--- src/logic/core_pkg.sv ---
`default_nettype none

package core_pkg;

    // datapath widths.
    localparam int data_width = 32;
    localparam int reg_addr_width = 5;
    localparam int num_regs = 32;

    // byte offset between sequential instructions.
    localparam int inst_bytes = 4;

    // data, pc and target values.
    typedef logic [data_width-1:0] word_t;

    // register index.
    typedef logic [reg_addr_width-1:0] reg_addr_t;

    // writeback source select, as decoded upstream.
    typedef enum logic [2:0] {
        wb_alu   = 3'd0, // alu result, also the fallback.
        wb_memb  = 3'd1, // signed byte load.
        wb_membu = 3'd2, // unsigned byte load.
        wb_memh  = 3'd3, // signed halfword load.
        wb_memhu = 3'd4, // unsigned halfword load.
        wb_memw  = 3'd5, // word load.
        wb_pc    = 3'd6, // link address.
        wb_csr   = 3'd7  // csr read data.
    } wb_sel_t;

    // stack pointer value after reset.
    localparam word_t sp_reset_default = 32'd1000;

    // x2 is the stack pointer in the standard abi.
    localparam int sp_index = 2;

endpackage

`default_nettype wire

--- src/logic/wb_input_latch.sv ---
`default_nettype none

module wb_input_latch (
    input  logic               clk,
    input  logic               rst_n,
    input  logic               in_valid,
    output logic               in_ready,
    input  core_pkg::word_t     pc,
    input  core_pkg::wb_sel_t   wb_sel,
    input  core_pkg::reg_addr_t rd_addr,
    input  logic               rf_wen,
    input  logic               br_flg,
    input  core_pkg::word_t     br_target,
    input  logic               jmp_flg,
    input  core_pkg::word_t     alu_out,
    input  core_pkg::word_t     csr_rdata,
    input  core_pkg::word_t     mem_rdata,
    input  logic               is_ecall,
    input  core_pkg::word_t     trap_vector,
    input  logic               retire,
    output logic               held_valid,
    output core_pkg::word_t     held_pc,
    output core_pkg::wb_sel_t   held_wb_sel,
    output core_pkg::reg_addr_t held_rd_addr,
    output logic               held_rf_wen,
    output logic               held_br_flg,
    output core_pkg::word_t     held_br_target,
    output logic               held_jmp_flg,
    output core_pkg::word_t     held_alu_out,
    output core_pkg::word_t     held_csr_rdata,
    output core_pkg::word_t     held_mem_rdata,
    output logic               held_is_ecall,
    output core_pkg::word_t     held_trap_vector
);

    logic accept;

    // free slot, or the slot drains this cycle.
    assign in_ready = !held_valid || retire;
    assign accept   = in_valid && in_ready;

    always_ff @(posedge clk) begin
        if (!rst_n) begin
            held_valid <= 1'b0;
        end else if (accept) begin
            held_valid <= 1'b1;
        end else if (retire) begin
            held_valid <= 1'b0;
        end
    end

    always_ff @(posedge clk) begin
        if (accept) begin
            held_pc          <= pc;
            held_wb_sel      <= wb_sel;
            held_rd_addr     <= rd_addr;
            held_rf_wen      <= rf_wen;
            held_br_flg      <= br_flg;
            held_br_target   <= br_target;
            held_jmp_flg     <= jmp_flg;
            held_alu_out     <= alu_out;
            held_csr_rdata   <= csr_rdata;
            held_mem_rdata   <= mem_rdata;
            held_is_ecall    <= is_ecall;
            held_trap_vector <= trap_vector;
        end
    end

    // a stalled offer must not change under us.
    a_in_stable: assert property (@(posedge clk) disable iff (!rst_n)
        in_valid && !in_ready |=> in_valid && $stable({pc, wb_sel, rd_addr, rf_wen,
            br_flg, br_target, jmp_flg, alu_out, csr_rdata, mem_rdata, is_ecall,
            trap_vector}))
        else $error("instruction fields changed while stalled");

endmodule

`default_nettype wire

--- src/logic/wb_stage.sv ---
`default_nettype none

module wb_stage (
    input  logic               clk,
    input  logic               rst_n,
    input  logic               held_valid,
    input  core_pkg::word_t     held_pc,
    input  core_pkg::wb_sel_t   held_wb_sel,
    input  core_pkg::reg_addr_t held_rd_addr,
    input  logic               held_rf_wen,
    input  logic               held_br_flg,
    input  core_pkg::word_t     held_br_target,
    input  logic               held_jmp_flg,
    input  core_pkg::word_t     held_alu_out,
    input  core_pkg::word_t     held_csr_rdata,
    input  core_pkg::word_t     held_mem_rdata,
    input  logic               held_is_ecall,
    input  core_pkg::word_t     held_trap_vector,
    input  logic               next_pc_ready,
    output logic               next_pc_valid,
    output core_pkg::word_t     next_pc,
    output logic               branch_hazard,
    output logic               retire,
    output logic               wr_en,
    output core_pkg::reg_addr_t wr_addr,
    output core_pkg::word_t     wr_data
);

    core_pkg::word_t pc_plus4;
    core_pkg::word_t wb_data;

    assign pc_plus4 = held_pc + core_pkg::word_t'(core_pkg::inst_bytes);

    // pick the value that goes back to rd.
    always_comb begin
        case (held_wb_sel)
            core_pkg::wb_memb: begin
                wb_data = {{24{held_mem_rdata[7]}}, held_mem_rdata[7:0]};
            end
            core_pkg::wb_membu: begin
                wb_data = {24'b0, held_mem_rdata[7:0]};
            end
            core_pkg::wb_memh: begin
                wb_data = {{16{held_mem_rdata[15]}}, held_mem_rdata[15:0]};
            end
            core_pkg::wb_memhu: begin
                wb_data = {16'b0, held_mem_rdata[15:0]};
            end
            core_pkg::wb_memw: begin
                wb_data = held_mem_rdata;
            end
            core_pkg::wb_pc: begin
                wb_data = pc_plus4; // link address.
            end
            core_pkg::wb_csr: begin
                wb_data = held_csr_rdata;
            end
            default: begin
                wb_data = held_alu_out;
            end
        endcase
    end

    // branch wins over jump, jump over ecall.
    always_comb begin
        if (held_br_flg) begin
            next_pc = held_br_target;
        end else if (held_jmp_flg) begin
            next_pc = held_alu_out; // jal/jalr target from the alu.
        end else if (held_is_ecall) begin
            next_pc = held_trap_vector;
        end else begin
            next_pc = pc_plus4;
        end
    end

    // fetch has to flush on any redirect.
    assign branch_hazard = held_br_flg || held_jmp_flg || held_is_ecall;

    assign next_pc_valid = held_valid;
    assign retire        = next_pc_valid && next_pc_ready;

    // register write lands on the retiring edge only.
    assign wr_en   = retire && held_rf_wen;
    assign wr_addr = held_rd_addr;
    assign wr_data = wb_data;

    // an offered pc stays put until fetch takes it.
    a_next_pc_hold: assert property (@(posedge clk) disable iff (!rst_n)
        next_pc_valid && !next_pc_ready |=> next_pc_valid && $stable(next_pc))
        else $error("next_pc changed before it was accepted");

endmodule

`default_nettype wire

--- src/logic/reg_file.sv ---
`default_nettype none

module reg_file #(
    parameter core_pkg::word_t sp_reset = core_pkg::sp_reset_default
) (
    input  logic               clk,
    input  logic               rst_n,
    input  logic               wr_en,
    input  core_pkg::reg_addr_t wr_addr,
    input  core_pkg::word_t     wr_data,
    input  core_pkg::reg_addr_t rs_addr,
    output core_pkg::word_t     rs_data
);

    core_pkg::word_t regs [core_pkg::num_regs];

    // reset loads the abi start state, x2 gets the stack top.
    always_ff @(posedge clk) begin
        if (!rst_n) begin
            for (int i = 0; i < core_pkg::num_regs; i++) begin
                if (i == core_pkg::sp_index) begin
                    regs[i] <= sp_reset;
                end else begin
                    regs[i] <= '0;
                end
            end
        end else if (wr_en && (wr_addr != '0)) begin
            regs[wr_addr] <= wr_data; // x0 writes dropped.
        end
    end

    // read is combinational. x0 is hardwired.
    assign rs_data = (rs_addr == '0) ? '0 : regs[rs_addr];

    // entry 0 must stay zero across every write sequence.
    a_x0_zero: assert property (@(posedge clk) disable iff (!rst_n)
        regs[0] == '0)
        else $error("x0 storage became nonzero");

endmodule

`default_nettype wire

--- src/logic/writeback_top.sv ---
`default_nettype none

module writeback_top #(
    parameter core_pkg::word_t sp_reset = core_pkg::sp_reset_default
) (
    input  logic               clk,
    input  logic               rst_n,
    input  logic               in_valid,
    output logic               in_ready,
    input  core_pkg::word_t     pc,
    input  core_pkg::wb_sel_t   wb_sel,
    input  core_pkg::reg_addr_t rd_addr,
    input  logic               rf_wen,
    input  logic               br_flg,
    input  core_pkg::word_t     br_target,
    input  logic               jmp_flg,
    input  core_pkg::word_t     alu_out,
    input  core_pkg::word_t     csr_rdata,
    input  core_pkg::word_t     mem_rdata,
    input  logic               is_ecall,
    input  core_pkg::word_t     trap_vector,
    output logic               next_pc_valid,
    input  logic               next_pc_ready,
    output core_pkg::word_t     next_pc,
    output logic               branch_hazard,
    input  core_pkg::reg_addr_t rs_addr,
    output core_pkg::word_t     rs_data
);

    logic                held_valid;
    core_pkg::word_t     held_pc;
    core_pkg::wb_sel_t   held_wb_sel;
    core_pkg::reg_addr_t held_rd_addr;
    logic                held_rf_wen;
    logic                held_br_flg;
    core_pkg::word_t     held_br_target;
    logic                held_jmp_flg;
    core_pkg::word_t     held_alu_out;
    core_pkg::word_t     held_csr_rdata;
    core_pkg::word_t     held_mem_rdata;
    logic                held_is_ecall;
    core_pkg::word_t     held_trap_vector;
    logic                retire;
    logic                wr_en;
    core_pkg::reg_addr_t wr_addr;
    core_pkg::word_t     wr_data;

    wb_input_latch i_wb_input_latch (
        .clk(clk), .rst_n(rst_n),
        .in_valid(in_valid), .in_ready(in_ready),
        .pc(pc), .wb_sel(wb_sel), .rd_addr(rd_addr), .rf_wen(rf_wen),
        .br_flg(br_flg), .br_target(br_target), .jmp_flg(jmp_flg),
        .alu_out(alu_out), .csr_rdata(csr_rdata), .mem_rdata(mem_rdata),
        .is_ecall(is_ecall), .trap_vector(trap_vector),
        .retire(retire), .held_valid(held_valid),
        .held_pc(held_pc), .held_wb_sel(held_wb_sel), .held_rd_addr(held_rd_addr),
        .held_rf_wen(held_rf_wen), .held_br_flg(held_br_flg),
        .held_br_target(held_br_target), .held_jmp_flg(held_jmp_flg),
        .held_alu_out(held_alu_out), .held_csr_rdata(held_csr_rdata),
        .held_mem_rdata(held_mem_rdata), .held_is_ecall(held_is_ecall),
        .held_trap_vector(held_trap_vector)
    );

    wb_stage i_wb_stage (
        .clk(clk), .rst_n(rst_n),
        .held_valid(held_valid),
        .held_pc(held_pc), .held_wb_sel(held_wb_sel), .held_rd_addr(held_rd_addr),
        .held_rf_wen(held_rf_wen), .held_br_flg(held_br_flg),
        .held_br_target(held_br_target), .held_jmp_flg(held_jmp_flg),
        .held_alu_out(held_alu_out), .held_csr_rdata(held_csr_rdata),
        .held_mem_rdata(held_mem_rdata), .held_is_ecall(held_is_ecall),
        .held_trap_vector(held_trap_vector),
        .next_pc_ready(next_pc_ready), .next_pc_valid(next_pc_valid),
        .next_pc(next_pc), .branch_hazard(branch_hazard), .retire(retire),
        .wr_en(wr_en), .wr_addr(wr_addr), .wr_data(wr_data)
    );

    reg_file #(
        .sp_reset(sp_reset)
    ) i_reg_file (
        .clk(clk), .rst_n(rst_n),
        .wr_en(wr_en), .wr_addr(wr_addr), .wr_data(wr_data),
        .rs_addr(rs_addr), .rs_data(rs_data)
    );

endmodule

`default_nettype wire

--- config.mk ---
export PLATFORM = sky130hd
export DESIGN_NAME = writeback_top
export DESIGN_NICKNAME = d
export VERILOG_FILES = /design/src/logic/core_pkg.sv /design/src/logic/wb_input_latch.sv /design/src/logic/wb_stage.sv /design/src/logic/reg_file.sv /design/src/logic/writeback_top.sv
export SDC_FILE = /design/constraint.sdc
export NUM_CORES = 2
export LEC_CHECK = 0
export BUFFER_PORTS_ARGS = -buffer_cell sky130_fd_sc_hd__buf_4
export CAP_MARGIN = 20
export CORE_UTILIZATION = 40
export CTS_CLUSTER_SIZE = 12
export DETAILED_ROUTE_END_ITERATION = 8
export PLACE_DENSITY = 0.53
export SYNTH_ARGS = -nofsm -noshare
export SYNTH_HDL_FRONTEND = slang
export SYNTH_SLANG_ARGS = --single-unit
export TNS_END_PERCENT = 1
--- constraint.sdc ---
create_clock -name clk -period 6.4 [get_ports clk]
set_input_delay 0.64 -clock clk [delete_from_list [all_inputs] [get_ports clk]]
set_output_delay 0.64 -clock clk [all_outputs]
set_load 0.01 [all_outputs]
; ---- Word level (Yosys, flattened, before mapping)
; Memories as Yosys holds them, arrays and structs flattened.
; Index checks and enable logic that the tools add are counted.
; Widths: inputs -> output; s select.
[classes]
n_mux = 14
n_eq_ne = 7
addsub = 1
reduce_logical = 12
[op_table]
columns = op, n
row1 = $pmux 32 s7, 1
row2 = $mux 32, 5
row3 = $add 32x3->32 const B, 1
row4 = $reduce_or 32->1, 1
row5 = $eq 3x3->1 const B, 4
row6 = $mux 1, 7
row7 = $eq 3x2->1 const B, 2
row8 = $logic_not 5->1, 1
row9 = $mux 5, 1
row10 = $reduce_bool 5->1, 1
row11 = $logic_and 1x1->1, 4
row12 = $eq 3x1->1 const B, 1
row13 = $logic_or 1x1->1, 3
row14 = $reduce_bool 2->1, 1
row15 = $logic_not 1->1, 1
[word_totals]
n_memories = 1
input_bits = 213
ram_bits = 1024
wordCells = 48
regBits = 205
output_inout_bits = 67
[memory_table]
columns = memory, words, word_bits, read_ports, rd_clocked_by_memory_dff, write_ports, line_no
row1 = i_reg_file.regs, 32, 32, 1, 0, 32, reg_file.sv:15  ; core_pkg::word_t regs [core_pkg::num_regs];

; ---- Longest topological paths before layout
[depth]
depth_word = 8
ltp_mapped = 9
depth_no_buf = 6

; ---- Modules after synthesis
; A second synthesis with hierarchy kept.
[hier_totals]
hier_cells = 3641
hier_area_um2 = 55563.3
[by_module_without_submodules]
columns = module, cells_each, instances, seq_area_each_um2, area_per_inst_um2
row1 = reg_file, 2958, 1, 30749.5, 46574.7
row2 = wb_input_latch, 209, 1, 6145.9, 6183.4
row3 = wb_stage, 474, 1, 0.0, 2805.2

; ---- Worst setup path after synthesis
; OpenSTA, ideal clock, no wires.
[synth_timing]
path_kind = input port to flip-flop
startpoint = in next_pc_ready
endpoint = reg i_wb_input_latch.held_alu_out[0] (enable)
t_required_ns = 5.810
path_stages = 2
t_arrival_ns = 5.509
path_slack_ns = 0.301
path_buffers = 0
setup_ns = 0.590
path_cell_list = nand2b_1 -> and2_1
[synth_via]
elab_chain_len = 3
[synth_rtl]
columns = element, line_no
row1 = "start, declared", writeback_top.sv:23  ; input logic next_pc_ready,
row2 = $logic_and 1x1->1, wb_stage.sv:81  ; assign retire = next_pc_valid && next_pc_ready;
row3 = $logic_or 1x1->1, wb_input_latch.sv:39  ; assign in_ready = !held_valid || retire;
row4 = $logic_and 1x1->1, wb_input_latch.sv:40  ; assign accept = in_valid && in_ready;
row5 = net i_wb_input_latch.accept, wb_input_latch.sv:36  ; logic accept;
row6 = "end signal, assigned", wb_input_latch.sv:61  ; held_alu_out <= alu_out;
row7 = "end, declared", wb_input_latch.sv:29  ; output core_pkg::word_t held_alu_out,
; The timed path passes the listed nets, and every way through them passes these cells.
; A chain may end at the register's enable or synchronous reset.

; ---- Final worst setup path
[layout_timing]
startpoint = in rs_addr[1]
endpoint = out rs_data[16]
[layout_via]
elab_chain_len = 2
elab_cells_between_ends = 3
classes_between = mux: 1 / reduce/logical: 1 / memory: 1
[layout_rtl]
columns = element, line_no
row1 = "start, declared", writeback_top.sv:26  ; input core_pkg::reg_addr_t rs_addr,
row2 = $mem_v2 32x32 or $logic_not 5->1 (tied branches), n/a
row3 = $mux 32 *, reg_file.sv:33  ; assign rs_data = (rs_addr == '0) ? '0 : regs[rs_addr];
row4 = "end, declared", writeback_top.sv:27  ; output core_pkg::word_t rs_data
; Mark *: on every way between the ends. The rest lies on a longest branch, timed or not.

==> key figures <==
Synthesis
  • Top FF cell, synth: edfxtp_1
  • Post-Syn Area: 53000 µm²
  • Xor and xnor area share after synthesis: 0.347%
  • Register area share after synthesis: 69.7%
  • Post-synth top area cell: edfxtp_1
  • Share of the synthesized area in the top cell type: 69.6%
  • Simple-gate share of the synthesized area: 8.02%
  • Top cells by area, synth: edfxtp_1 (70%), mux4_2 (11%), nor2_1 (5.7%), a21oi_1 (2.0%), clkbuf_1 (1.8%)
  • Post-synthesis mux area share: 12.3%
  • Post-synth cell types: 64
  • Mean Syn Cell Area: 15.0 µm²
  • Largest family of logic cells by synthesized area: multiplexers
  • Async SR Flop Fraction: 0%
  • Compound-cell area share of the yosys netlist: 6.74%
  • Synth Register Bits: 1229
  • Synth Instances: 3529
  • Yosys warning total: 0
  • Post-Synth Adder-Cell Area: 0.0236%
  • EDFF count, synth: 1228

Clock network
  • Clock Sinks: 1229
  • CTS root buf: clkbuf_16
  • H-tree depth: 4
  • Clock Path Buffers: 3
  • Setup repair bufs after CTS: 0
  • CTS tree: done
  • CTS Buf Count: 137
  • Resize count post-CTS: 0
  • Clock latency on the worst-skew pair: 790 ps
  • Reg clk slew, reported paths: 60 ps

Timing
  • Min Hold Slack: 45.2 ps
  • Slew @ Worst Pin: 1150 ps
  • RSZ-0062 raised after global routing: false
  • Worst Skew: 21.6 ps
  • Max_slew headroom: 23.5%
  • Setup-failing EPs final: 0
  • Period minus WS final: 4150 ps
  • Final setup margin: 2250 ps
  • Max Transition Viols Final: 0
  • Setup_tns: 0 ps
  • F_max: 241 MHz
  • Fin crit share: 64.9%
  • Hold Fails Final Rpt: 0

Die
  • I/O pin count: 280
  • Die area: 134000 µm²
  • Core Rows: 133
  • Initial core utilization: 40.3%
  • Die span in x: 366 µm
  • DIE HEIGHT: 366 µm
  • Core Area: 131000 µm²

Power and ir drop
  • Clock Power Share: 40.5%
  • Power share of the sequential group: 50.1%
  • NetSw: 4.54 mW
  • Total Power: 18.5 mW
  • LEAKAGE: 22.3 nW
  • Pwr dens: 292 nW/µm²
  • Worst ir drop on vdd: 0.298 mV
  • P_int: 14.0 mW
  • Sw Ratio: 24.5%
  • Logic pwr share: 9.4%

Layout
  • Finished Layout Cells: 5784
  • Fin area: 63400 µm²
  • Fin util: 48.2%
  • Number of nets in the layout: 4137
  • Layout cells sized above 1: 24.5%
  • P&R area growth vs syn: 19.6%

Placement
  • Gpl congestion: 0.809
  • Cell count after placement: 5361
  • Area after DPL: 57300 µm²
  • Pre-CTS WS: 2160 ps
  • Detailed placement HPWL: 96.6 mm
  • Port bufs: 279

Worst setup path
  • Top cell by count, worst path: buf_4
  • WP data required: 5760 ps
  • Crit path max-delay cell type: buf_8
  • CP max FO: 99
  • CP cell instances: buf_8 > buf_4 > buf_4 > mux4_2 > o22ai_1 > a211o_1 > a31oi_1 > buf_4
  • Critical Path Max Stage Delay: 710 ps
  • FF-to-FF setup slack: 2550 ps
  • Startpoint types: input port
  • Element type at the critical path end: primary output
  • CP Class: input port to primary output
  • Worst EP arrival: 3510 ps

Drt
  • Final wirelength: 166 mm
  • Vias per cell: 5.70
  • 1st-pass router iterations: 5
  • Vias after detailed routing: 33.0k
  • WL/cell: 28.7 µm
  • # DRC: 0
  • Iteration-0 DRC Markers: 3721
  • ANT nets after route: 0

Global routing
  • Vias in the first global route: 33.4k
  • Total GRT Usage: 24.7%
  • First-pass GRT wire length: 239 mm
  • Initial antenna violation count: 3
  • Largest net degree at the start of global routing: 162
  • GR Overflow Total: 0

Run
  • Max Cap Viol: 0

Run status
  • Outcome: completed

Hold path
  • Worst Hold Class: input port to flip-flop
placed cells by master, fill, tap and decap left out, types with 24 or more instances in the layout:
master         count
edfxtp_1        1228
nor2_1           796
buf_4            387
mux4_2           256
a21oi_1          205
dlygate4sd3_1    171
clkbuf_16        138
nand2_1          104
a22oi_1           82
mux2i_1           52
a31oi_1           41
a21oi_2           41
clkinv_1          33
conb_1            32
o22ai_1           31
a211o_1           31
nand2_2           31
clkbuf_1          29
o21ai_0           24
sequential cells by signal, summed over array words and instances (netlist names):
register / cells
i_wb_input_latch.held_valid: 1
i_wb_input_latch.held_rd_addr: 5
i_wb_input_latch.held_jmp_flg: 1
i_wb_input_latch.held_trap_vector: 32
i_wb_input_latch.held_wb_sel: 3
i_wb_input_latch.held_alu_out: 32
i_wb_input_latch.held_csr_rdata: 32
i_wb_input_latch.held_pc: 32
i_wb_input_latch.held_is_ecall: 1
i_wb_input_latch.held_br_target: 32
i_wb_input_latch.held_br_flg: 1
i_wb_input_latch.held_rf_wen: 1
i_reg_file.regs: 1024
i_wb_input_latch.held_mem_rdata: 32
synth_stat cells, types with 2 or more instances:
master and n:
buf_1 16, mux2i_1 52, o21ai_0 25, nor3_1 16, and3_1 10, nor4_1 3
a22o_1 3, and4_1 12, nor3b_1 4, nor2b_1 8, nand4_1 8, a211oi_1 2
o211ai_1 3, nand2_1 135, and3b_1 3, a21oi_1 215, buf_6 10, o21ai_2 3
clkbuf_1 252, xor2_1 9, xnor2_1 12, nor4b_1 2, or3_1 2, inv_1 13
and2_1 11, o31a_1 3, mux2_2 21, buf_2 73, nor2_1 798, edfxtp_1 1228
o21ai_1 4, a211o_1 31, a31oi_1 41, a221oi_1 14, nand2b_1 4, nor4_2 3
a221o_1 14, a22oi_1 84, o21bai_1 3, nand3_1 13, o211a_1 2, o22ai_1 31
o221ai_1 18, a21oi_2 40, mux4_2 256
worst paths after layout:
| check | start | end | depth (start not counted) |
|---|---|---|---|
| worst max-delay path | rs_addr[1] | rs_data[16] | 8 |
| worst min-delay path | pc[14] | i_wb_input_latch.held_pc[14]$_DFFE_PP_ | 1 |
| worst max register to register | i_wb_input_latch.held_wb_sel[1]$_DFFE_PP_ | i_reg_file.regs[19][15]$_SDFFCE_PN0P_ | 6 |
| worst min register to register | i_wb_input_latch.held_valid$_SDFFE_PN0P_ | i_wb_input_latch.held_valid$_SDFFE_PN0P_ | 2 |
power groups by stage:
| stage | registers, mW | logic, mW | clock network (mW) |
|---|---|---|---|
| floorplan | 9.40 | 0.900 | 0 |
| global placement | 9.44 | 1.65 | 0 |
| detailed placement | 9.44 | 1.66 | 0 |
| CTS | 9.28 | 1.75 | 7.61 |
| global route | 9.30 | 1.83 | 7.89 |
| finish | 9.27 | 1.75 | 7.51 |
per-layer routing:
| metal | up-vias | track usage [%] | share of wire [%] |
|---|---|---|---|
| li1 | 14214 | - | - |
| met1 | 17060 | 33.5 | 41 |
| met2 | 1462 | 40.7 | 49 |
| met3 | 255 | 4.03 | 7.5 |
| met4 | 0 | 8.02 | 2.8 |
| met5 | - | 0 | 0 |
logic make-up after synthesis:
| group | count (synthesis) |
|---|---|
| XOR/XNOR | 21 |
| buffers and inverters | 364 |
| flip-flops | 1229 |
| multiplexers | 329 |
| other | 1 |
| AO/OA/AOI/OAI | 543 |
| AND/OR/NAND/NOR | 1041 |
| adder cells (fa/ha/maj) | 1 |
critical path: cells and delay by family:
kind	cells	cell delay (ps)
multiplexers	1	260
AO/OA/AOI/OAI	3	710
buffers and inverters	4	1800
layout make-up:
type | count | area, µm²
Fill cell | 11313 | 68100
Sequential cell | 1229 | 36900
Multi-Input combinational cell | 1967 | 15100
Timing Repair Buffer | 575 | 4950
Clock buffer | 167 | 3560
Tap cell | 1755 | 2200
Clock inverter | 76 | 601
Inverter | 13 | 48.8
Antenna cell | 2 | 5.00
repair_timing:
item / CTS / global route
setup endpoints to repair: 0 / 0
hold buffers: 171 / 0
endpoints found under the hold margin: 171 / 0
Power figures use the tool's default switching activity.
